## src/common/pipe_sync_cfg_pkg.sv

```systemverilog
package pipe_sync_cfg_pkg;

    // Flops per status chain, last one is the edge history
    localparam int sync_stages = 3;

    // One-hot state widths
    localparam int tx_state_w  = 6;
    localparam int rx_state_w  = 7;

    // Status bits carried through each synchronizer
    localparam int tx_status_w = 5;
    localparam int rx_status_w = 9;

endpackage

```

## src/common/pipe_sync_state_pkg.sv

```systemverilog
package pipe_sync_state_pkg;

    import pipe_sync_cfg_pkg::*;

    typedef enum logic [tx_state_w-1:0] {
        tx_idle      = 6'b000001,
        tx_mmcm_lock = 6'b000010,
        tx_start     = 6'b000100,   // TX delay reset
        tx_phinit    = 6'b001000,
        tx_done1     = 6'b010000,   // TX phase align
        tx_done2     = 6'b100000
    } tx_state_t;

    typedef enum logic [rx_state_w-1:0] {
        rx_idle    = 7'b0000001,
        rx_cdrlock = 7'b0000010,
        rx_start   = 7'b0000100,    // RX delay reset
        rx_done1   = 7'b0001000,    // RX phase align
        rx_done2   = 7'b0010000,
        rx_dones   = 7'b0100000,    // Master waits on slaves
        rx_donem   = 7'b1000000
    } rx_state_t;

    typedef struct packed {
        logic txsync_start;
        logic mmcm_lock;
        logic txdlysresetdone;
        logic txphinitdone;
        logic txphaligndone;
    } tx_status_t;

    typedef struct packed {
        logic rxsync_start;
        logic gen3;
        logic rate_idle;
        logic rxelecidle;
        logic rxcdrlock;
        logic rxdlysresetdone;
        logic rxphaligndone_m;
        logic rxphaligndone_s;
        logic rxsync_donem_in;
    } rx_status_t;

endpackage

```

## src/rtl/pipe_status_sync.sv

```systemverilog
module pipe_status_sync
    import pipe_sync_cfg_pkg::*;
#(
    parameter type payload_t = logic
)
(
    input  logic     sync_clk,
    input  logic     sync_rst_n,
    input  payload_t status,
    output payload_t level,
    output payload_t rise,
    output payload_t fall
);

    payload_t stage_q [sync_stages];

    always_ff @(posedge sync_clk)
    begin
        if (!sync_rst_n)
        begin
            for (int i = 0; i < sync_stages; i++)
            begin
                stage_q[i] <= '0;
            end
        end
        else
        begin
            stage_q[0] <= status;   // Async capture
            for (int i = 1; i < sync_stages; i++)
            begin
                stage_q[i] <= stage_q[i-1];
            end
        end
    end

    // Last stage only serves as edge history
    assign level = stage_q[sync_stages-2];
    assign rise  = payload_t'(stage_q[sync_stages-2] & ~stage_q[sync_stages-1]);
    assign fall  = payload_t'(~stage_q[sync_stages-2] & stage_q[sync_stages-1]);

    a_rise_fall_excl: assert property (
        @(posedge sync_clk) disable iff (!sync_rst_n)
        (rise & fall) == '0
    );

endmodule

```

## src/txsync/txsync_fsm.sv

```systemverilog
module txsync_fsm
    import pipe_sync_state_pkg::*;
(
    input  logic       sync_clk,
    input  logic       sync_rst_n,
    input  logic       sync_slave,
    input  logic       sync_active_lane,
    input  tx_status_t level,
    input  tx_status_t rise,
    input  tx_status_t fall,
    output logic       txdlysreset,
    output logic       txphinit,
    output logic       txphalign,
    output logic       txdlyen,
    output logic       txsync_done,
    output tx_state_t  fsm_tx
);

    always_ff @(posedge sync_clk)
    begin
        if (!sync_rst_n)
        begin
            fsm_tx      <= tx_idle;
            txdlyen     <= 1'b0;
            txsync_done <= 1'b0;
        end
        else
        begin
            case (fsm_tx)
                tx_idle:
                begin
                    if (level.txsync_start)
                    begin
                        fsm_tx      <= tx_mmcm_lock;
                        txdlyen     <= 1'b0;
                        txsync_done <= 1'b0;
                    end
                end
                tx_mmcm_lock:
                begin
                    if (level.mmcm_lock)
                        fsm_tx <= tx_start;
                end
                tx_start:
                begin
                    if (rise.txdlysresetdone)
                        fsm_tx <= tx_phinit;
                end
                tx_phinit:
                begin
                    if (rise.txphinitdone || !sync_active_lane)
                        fsm_tx <= tx_done1;
                end
                tx_done1:
                begin
                    if (rise.txphaligndone || !sync_active_lane)
                        fsm_tx <= tx_done2;
                end
                tx_done2:
                begin
                    txdlyen <= !sync_slave;     // Slaves never enable delay align
                    if (rise.txphaligndone || !sync_active_lane || sync_slave)
                    begin
                        fsm_tx      <= tx_idle;
                        txsync_done <= 1'b1;
                    end
                end
                default:
                begin
                    fsm_tx      <= tx_idle;
                    txdlyen     <= 1'b0;
                    txsync_done <= 1'b0;
                end
            endcase
        end
    end

    assign txdlysreset = (fsm_tx == tx_start);
    assign txphinit    = (fsm_tx == tx_phinit);
    assign txphalign   = (fsm_tx == tx_done1);

    a_tx_onehot: assert property (
        @(posedge sync_clk) disable iff (!sync_rst_n)
        $onehot(fsm_tx)
    );

    a_tx_done_idle: assert property (
        @(posedge sync_clk) disable iff (!sync_rst_n)
        txsync_done |-> (fsm_tx == tx_idle)
    );

endmodule

```

## src/rxsync/rxsync_fsm.sv

```systemverilog
module rxsync_fsm
    import pipe_sync_state_pkg::*;
(
    input  logic       sync_clk,
    input  logic       sync_rst_n,
    input  logic       sync_slave,
    input  rx_status_t level,
    input  rx_status_t rise,
    input  rx_status_t fall,
    output logic       rxdlysreset,
    output logic       rxphalign,
    output logic       rxphalignen,
    output logic       rxdlybypass,
    output logic       rxddien,
    output logic       rxdlyen,
    output logic       rxsync_done,
    output logic       rxsync_donem_out,
    output rx_state_t  fsm_rx
);

    logic own_phaligndone;      // Phase-align done of this lane's role
    logic eios_exit;            // Electrical idle exit at gen3 rate idle

    assign own_phaligndone = sync_slave ? rise.rxphaligndone_s : rise.rxphaligndone_m;
    assign eios_exit       = level.gen3 && level.rate_idle && fall.rxelecidle;

    always_ff @(posedge sync_clk)
    begin
        if (!sync_rst_n)
        begin
            fsm_rx      <= rx_idle;
            rxdlyen     <= 1'b0;
            rxsync_done <= 1'b0;
        end
        else
        begin
            case (fsm_rx)
                rx_idle:
                begin
                    if (level.rxsync_start || eios_exit)
                    begin
                        fsm_rx      <= rx_cdrlock;
                        rxdlyen     <= 1'b0;
                        rxsync_done <= 1'b0;
                    end
                    else if (level.rxelecidle)
                    begin
                        rxdlyen     <= 1'b0;     // Link went idle
                        rxsync_done <= 1'b0;
                    end
                end
                rx_cdrlock:
                begin
                    if (level.rxcdrlock && !level.rxelecidle)
                        fsm_rx <= rx_start;
                end
                rx_start:
                begin
                    if (rise.rxdlysresetdone)
                        fsm_rx <= rx_done1;
                end
                rx_done1:
                begin
                    if (own_phaligndone)
                        fsm_rx <= rx_done2;
                end
                rx_done2:
                begin
                    if (sync_slave)
                    begin
                        fsm_rx      <= rx_idle;
                        rxdlyen     <= 1'b0;
                        rxsync_done <= 1'b1;
                    end
                    else if (rise.rxphaligndone_m)
                    begin
                        fsm_rx  <= rx_dones;
                        rxdlyen <= 1'b0;
                    end
                    else
                    begin
                        rxdlyen <= 1'b1;
                    end
                end
                rx_dones:
                begin
                    if (rise.rxphaligndone_s)
                    begin
                        fsm_rx  <= rx_donem;
                        rxdlyen <= 1'b1;
                    end
                    else
                    begin
                        rxdlyen <= 1'b0;
                    end
                end
                rx_donem:
                begin
                    rxdlyen <= 1'b1;
                    if (rise.rxphaligndone_m)
                    begin
                        fsm_rx      <= rx_idle;
                        rxsync_done <= 1'b1;
                    end
                end
                default:
                begin
                    fsm_rx      <= rx_idle;
                    rxdlyen     <= 1'b0;
                    rxsync_done <= 1'b0;
                end
            endcase
        end
    end

    assign rxdlysreset      = (fsm_rx == rx_start);
    assign rxphalign        = (fsm_rx == rx_done1) && (!sync_slave || level.rxsync_donem_in);
    assign rxsync_donem_out = (fsm_rx == rx_dones);

    // Buffer bypass only at gen3
    assign rxphalignen = level.gen3;
    assign rxddien     = level.gen3;
    assign rxdlybypass = !level.gen3;

    a_rx_onehot: assert property (
        @(posedge sync_clk) disable iff (!sync_rst_n)
        $onehot(fsm_rx)
    );

    a_rx_slave_order: assert property (
        @(posedge sync_clk) disable iff (!sync_rst_n)
        sync_slave |-> !(fsm_rx inside {rx_dones, rx_donem})
    );

endmodule

```

## src/rtl/pipe_sync.sv

```systemverilog
module pipe_sync
    import pipe_sync_state_pkg::*;
(
    input  logic      sync_clk,
    input  logic      sync_rst_n,
    input  logic      sync_slave,
    input  logic      sync_active_lane,
    input  logic      sync_txsync_start,
    input  logic      sync_mmcm_lock,
    input  logic      sync_txdlysresetdone,
    input  logic      sync_txphinitdone,
    input  logic      sync_txphaligndone,
    input  logic      sync_rxsync_start,
    input  logic      sync_gen3,
    input  logic      sync_rate_idle,
    input  logic      sync_rxelecidle,
    input  logic      sync_rxcdrlock,
    input  logic      sync_rxdlysresetdone,
    input  logic      sync_rxphaligndone_m,
    input  logic      sync_rxphaligndone_s,
    input  logic      sync_rxsync_donem_in,
    output logic      sync_txdlysreset,
    output logic      sync_txphinit,
    output logic      sync_txphalign,
    output logic      sync_txdlyen,
    output logic      sync_txsync_done,
    output tx_state_t sync_fsm_tx,
    output logic      sync_rxdlysreset,
    output logic      sync_rxphalign,
    output logic      sync_rxphalignen,
    output logic      sync_rxdlybypass,
    output logic      sync_rxddien,
    output logic      sync_rxdlyen,
    output logic      sync_rxsync_done,
    output logic      sync_rxsync_donem_out,
    output rx_state_t sync_fsm_rx
);

    tx_status_t tx_status;
    tx_status_t tx_level;
    tx_status_t tx_rise;
    tx_status_t tx_fall;
    rx_status_t rx_status;
    rx_status_t rx_level;
    rx_status_t rx_rise;
    rx_status_t rx_fall;

    assign tx_status.txsync_start    = sync_txsync_start;
    assign tx_status.mmcm_lock       = sync_mmcm_lock;
    assign tx_status.txdlysresetdone = sync_txdlysresetdone;
    assign tx_status.txphinitdone    = sync_txphinitdone;
    assign tx_status.txphaligndone   = sync_txphaligndone;

    assign rx_status.rxsync_start    = sync_rxsync_start;
    assign rx_status.gen3            = sync_gen3;
    assign rx_status.rate_idle       = sync_rate_idle;
    assign rx_status.rxelecidle      = sync_rxelecidle;
    assign rx_status.rxcdrlock       = sync_rxcdrlock;
    assign rx_status.rxdlysresetdone = sync_rxdlysresetdone;
    assign rx_status.rxphaligndone_m = sync_rxphaligndone_m;
    assign rx_status.rxphaligndone_s = sync_rxphaligndone_s;
    assign rx_status.rxsync_donem_in = sync_rxsync_donem_in;

    pipe_status_sync #(.payload_t(tx_status_t)) u_tx_status (
        .sync_clk   (sync_clk),
        .sync_rst_n (sync_rst_n),
        .status     (tx_status),
        .level      (tx_level),
        .rise       (tx_rise),
        .fall       (tx_fall)
    );

    pipe_status_sync #(.payload_t(rx_status_t)) u_rx_status (
        .sync_clk   (sync_clk),
        .sync_rst_n (sync_rst_n),
        .status     (rx_status),
        .level      (rx_level),
        .rise       (rx_rise),
        .fall       (rx_fall)
    );

    // Slave and active-lane are static config, no sync needed
    txsync_fsm u_txsync_fsm (
        .sync_clk         (sync_clk),
        .sync_rst_n       (sync_rst_n),
        .sync_slave       (sync_slave),
        .sync_active_lane (sync_active_lane),
        .level            (tx_level),
        .rise             (tx_rise),
        .fall             (tx_fall),
        .txdlysreset      (sync_txdlysreset),
        .txphinit         (sync_txphinit),
        .txphalign        (sync_txphalign),
        .txdlyen          (sync_txdlyen),
        .txsync_done      (sync_txsync_done),
        .fsm_tx           (sync_fsm_tx)
    );

    rxsync_fsm u_rxsync_fsm (
        .sync_clk         (sync_clk),
        .sync_rst_n       (sync_rst_n),
        .sync_slave       (sync_slave),
        .level            (rx_level),
        .rise             (rx_rise),
        .fall             (rx_fall),
        .rxdlysreset      (sync_rxdlysreset),
        .rxphalign        (sync_rxphalign),
        .rxphalignen      (sync_rxphalignen),
        .rxdlybypass      (sync_rxdlybypass),
        .rxddien          (sync_rxddien),
        .rxdlyen          (sync_rxdlyen),
        .rxsync_done      (sync_rxsync_done),
        .rxsync_donem_out (sync_rxsync_donem_out),
        .fsm_rx           (sync_fsm_rx)
    );

endmodule

```

## config.mk

```make
export PLATFORM = sky130hd
export DESIGN_NAME = pipe_sync
export DESIGN_NICKNAME = d
export VERILOG_FILES = /design/src/common/pipe_sync_cfg_pkg.sv /design/src/common/pipe_sync_state_pkg.sv /design/src/rtl/pipe_status_sync.sv /design/src/txsync/txsync_fsm.sv /design/src/rxsync/rxsync_fsm.sv /design/src/rtl/pipe_sync.sv
export SDC_FILE = /design/constraint.sdc
export NUM_CORES = 1
export LEC_CHECK = 0
export ABC_AREA = 1
export BUFFER_PORTS_ARGS = -buffer_cell sky130_fd_sc_hd__buf_4
export CELL_PAD_IN_SITES_DETAIL_PLACEMENT = 2
export CELL_PAD_IN_SITES_GLOBAL_PLACEMENT = 2
export CORE_ASPECT_RATIO = 1.25
export CORE_UTILIZATION = 34
export DETAILED_ROUTE_END_ITERATION = 6
export PLACE_DENSITY_LB_ADDON = 0.1
export SETUP_SLACK_MARGIN = 0.1
export SLEW_MARGIN = 20
export SYNTH_ARGS = -nofsm -noshare
export SYNTH_HDL_FRONTEND = slang
export SYNTH_HIERARCHICAL = 1
export SYNTH_SLANG_ARGS = --single-unit
```

## constraint.sdc

```tcl
create_clock -name sync_clk -period 3.6 [get_ports sync_clk]
set_input_delay 0.54 -clock sync_clk [delete_from_list [all_inputs] [get_ports sync_clk]]
set_output_delay 0.54 -clock sync_clk [all_outputs]
set_load 0.01 [all_outputs]
```

Yosys cells after proc, flatten, opt, wreduce, memory -nomap -nowiden
Memory sizes are Yosys's and may differ from the RTL's. Index checks and enable logic that the tools add are counted.

$add $sub $neg: 0. $mul: 0. Divide/modulo/power cells: 0. Magnitude comparators: 0. Equal/unequal tests: 28. Shifts and indexed selects: 0. Mux-type cells: 38. Bitwise logic cells: 15. Reduce and logical (&&, ||, !) cells: 22.

Operators by type and width (count): two-way mux 7 bit (8); one-hot mux 7 bit (7 select lines) (1); two-way mux 6 bit (6); one-hot mux 6 bit (6 select lines) (1); two-way mux 9 bit (3); != test 2 x 1 -> 1 bit (second input constant) (10); two-way mux 5 bit (3); two-way mux 1 bit (12); OR reduction 4 bit (2); equality test 7 x 1 -> 1 bit (second input constant) (1); equality test 7 x 2 -> 1 bit (second input constant) (1); equality test 7 x 3 -> 1 bit (second input constant) (1); equality test 7 x 4 -> 1 bit (second input constant) (1); equality test 7 x 5 -> 1 bit (second input constant) (1); equality test 7 x 6 -> 1 bit (second input constant) (1); equality test 7 bit (second input constant) (1); AND reduction 7 bit (1); bitwise AND 6 bit (1); equality test 6 x 1 -> 1 bit (second input constant) (1); equality test 6 x 2 -> 1 bit (second input constant) (1); equality test 6 x 3 -> 1 bit (second input constant) (1); equality test 6 x 4 -> 1 bit (second input constant) (1); equality test 6 x 5 -> 1 bit (second input constant) (1); equality test 6 bit (second input constant) (1); 21 further kinds (42).

Bits in registers: 17. Bits in latches: 0. Bits in writable memories: 42. Bits in read-only memories: 0. Input port bits: 18. Output and inout port bits: 26. Memories kept: 2.

Memories: u_rx_status.stage_q (depth 3, bits a word 9, rd ports 3, clocked after memory_dff 0, wr ports 3, line pipe_status_sync.sv:15) `payload_t stage_q [sync_stages];`; u_tx_status.stage_q (depth 3, bits a word 5, rd ports 3, clocked after memory_dff 0, wr ports 3, line pipe_status_sync.sv:15).

Longest topological paths before layout
Word-level depth: 6. Depth in mapped cells: 12.

By module
Netlist, hierarchy kept.

Modules (own cells, without submodules): pipe_status_sync (u_rx_status) (instances 1, cells each 129, area each 997.2 um^2); rxsync_fsm (instances 1, cells each 120, area each 740.7 um^2); pipe_status_sync (u_tx_status) (instances 1, cells each 71, area each 536.8 um^2); txsync_fsm (instances 1, cells each 82, area each 521.8 um^2).

Least setup slack after synthesis
Ideal clock, no wire load.

Path kind: register -> output. From: register u_rxsync_fsm.fsm_rx[5]. To: output sync_rxphalign. Arrival time: 0.912 ns. Data required time: 3.060 ns. Path slack: 2.148 ns. Stages on the path, launching flop included: 6. Buffers on the path: 0. Cell sequence: dfxtp_1 -> inv_2 -> nand2_4 -> nor2_4 -> nand2_4 -> nor2_1.

Word-level cells in the longest chain between the ends: 2.

Ends and longest elaborated chain: start: declaration (line rxsync_fsm.sv:18) `output rx_state_t fsm_rx`; start signal: assignment (line rxsync_fsm.sv:31) `fsm_rx <= rx_idle;`; start signal: assignment (line rxsync_fsm.sv:42) `fsm_rx <= rx_cdrlock;`; start signal: assignment (line rxsync_fsm.sv:55) `fsm_rx <= rx_start;`; equality test 7 x 4 -> 1 bit (line rxsync_fsm.sv:117) `assign rxphalign = (fsm_rx == rx_done1) && (!sync_slave || level.rxsync_donem_in);`; logical AND 1 bit (line rxsync_fsm.sv:117); end: declaration (line pipe_sync.sv:29) `output logic sync_rxphalign,`.

Every way passes these cells.

Worst setup path in the final report
From: register u_rxsync_fsm.fsm_rx[3]. To: output sync_rxdlysreset.

Word-level cells in the longest chain between the ends: 1.

Ends and longest elaborated chain: equality test 7 x 3 -> 1 bit (line rxsync_fsm.sv:116) `assign rxdlysreset = (fsm_rx == rx_start);`; end: declaration (line pipe_sync.sv:28) `output logic sync_rxdlysreset,`.

Every way passes these cells.

==> flow_summary.ini <==
[power_and_ir_drop]
ir_drop_uv = 242
total_leakage_power_nw = 1.62
p_per_area_nw_per_um2 = 607

[worst_setup_path]
slowest_stage = dfxtp_1
worstPathMaxFanout = 4
worstSetupEndpointType = primary output
max_stage_delay_ns = 0.35
path_cells = inv_1 -> nand2_1 -> nor2_1 -> nand2_1 -> inv_1 -> buf_4
cp_top_family = simple AND/OR/NAND/NOR gates
crit_buf_inv = 3
setup.worst_path.start_class = flop
worst_ep_arrival_time_ns = 1.42
required_ns = 3.06
rrSetupSlack_ns = 2.15
crit_type = flop to primary output

[finish]
antennaDiodeCount = 0
drive_above_1_share_pct = 23.8
layout.nets = 387
mostFrequentLayoutCell = nand2_1
area_growth_pct = 17.8
layoutNonFillerInstCount = 456
final_cell_mix = nand2_1 (72), inv_1 (71), dfxtp_1 (52), nor2_1 (45), buf_4 (43)

[cts]
cts_setup_buffers = 0
cts-resized-gates = 0
cts_tree = done
cts_sinks = 52
cts_buffer_depth = 2
postCtsHoldBufs = 0
clk_transition_reported_paths_ns = 0.10
cts_max_level = 2
root_buffer = clkbuf_8
cts_buffers = 5
clk_latency_ns = 0.30

[grt]
grt_pass1_vias = 2113
grt.total_usage_pct = 17.1
grt_start_max_net_pins = 45
overflow = 0
antenna_found_initial = 0
grt_pass1_wl_mm = 9.89

[synth]
syn_area_um2 = 2400
synth.avg_cell_area_um2 = 7.21
synth_fp_nets = 351
synthCells = 333
yosysWarnings = 6

[sta]
tightestPinTransition_ns = 0.469
fin_skew_ns = 0.00916
tns_ns = 0
slew_viol_final = 0
fmax_mhz = 509
min_period_over_period_pct = 54.5
setup_violations = 0
rsz0062_at_grt = false
finalHoldViolCount = 0
fin_crit_ns = 1.96
max-slew-margin-rel_pct = 68.7

[placement]
portBuffers = 43
place_inst = 449
gp_congestion = 0.829
dp_hpwl_mm = 4.43

[die]
core.rowCount = 33
coreArea_um2 = 6690
initial_utilization_pct = 35.9
io_pins = 44
die_w_um = 77.2
die-area_um2 = 7400
die_h_um = 96.0

[detailed_routing]
initialDrtViolationCount = 57
routed_wl_mm = 5.73
ant_nets = 0
num_vias = 2004
drt-pass1-iter-count = 4
vias_per_cell = 4.39
wl_per_cell_um = 12.6
drc_errors = 0

[min_path]
hp-class = flop to flop

[outcome]
status = finished clean

[run]
cap_violations = 0
## metal layers
metal  global-route usage [%]  up-vias  part of all wire, %
li1                         -     1032                    -
met1                     20.2      933                   45
met2                     32.3       35                   51
met3                     2.75        4                  2.9
met4                     4.25        0                 0.73
met5                        0        -                    0
## cell type report
class / instances / area (um^2)
Clock buffer: 5 / 68.8
Clock inverter: 2 / 60.1
Fill cell: 822 / 3860
Inverter: 79 / 297
Multi-Input combinational cell: 188 / 931
Sequential cell: 52 / 1040
Tap cell: 87 / 109
Timing Repair Buffer: 43 / 323
## final timing paths
| kind | startpoint | endpoint | cells past startpoint |
|---|---|---|---|
| worst max-delay path | u_rxsync_fsm/fsm_rx[3] | sync_rxdlysreset | 6 |
| worst min-delay path | u_tx_status/stage_q[0][4] | u_tx_status/stage_q[0][9] | 2 |
| worst max register to register | u_rx_status/stage_q[0][11] | u_rxsync_fsm/fsm_rx[3] | 9 |
| worst min register to register | u_tx_status/stage_q[0][4] | u_tx_status/stage_q[0][9] | 2 |
## flip-flops by register name (all words and copies together), names as in the netlist
signal and cells:
u_rx_status/stage_q 22, u_rxsync_fsm/fsm_rx 7, u_rxsync_fsm/rxdlyen 1, u_rxsync_fsm/rxsync_done 1, u_tx_status/stage_q 13, u_txsync_fsm/fsm_tx 6
u_txsync_fsm/txdlyen 1, u_txsync_fsm/txsync_done 1
## power breakdown
part           internal (mW)  total [mW]  switching, mW  leakage (nW)
Combinational          0.216       0.580          0.364          1.13
Clock                  0.274       0.463          0.189        0.0642
Sequential             0.629       0.674         0.0446         0.428
## worst min-delay path, stage by stage (launching register included)
cell     delay (ns)
dfxtp_1        0.31
nand2_1        0.05
inv_1          0.04
## metrics by stage
step                      util, %  cell area, um^2  hold slack [ns]  power [mW]  setup slack (ns)
final                        42.3             2830            0.415        1.72              1.64
after global routing         42.3             2830            0.425        1.84              1.55
after CTS                    42.3             2830            0.412        1.74              1.62
after global placement       40.4             2700            0.393        1.26              2.02
after floorplan                 -             2400            0.386        1.10              2.15
after detailed placement     40.4             2700            0.404        1.28              1.96
Power figures use the tool's default switching activity.
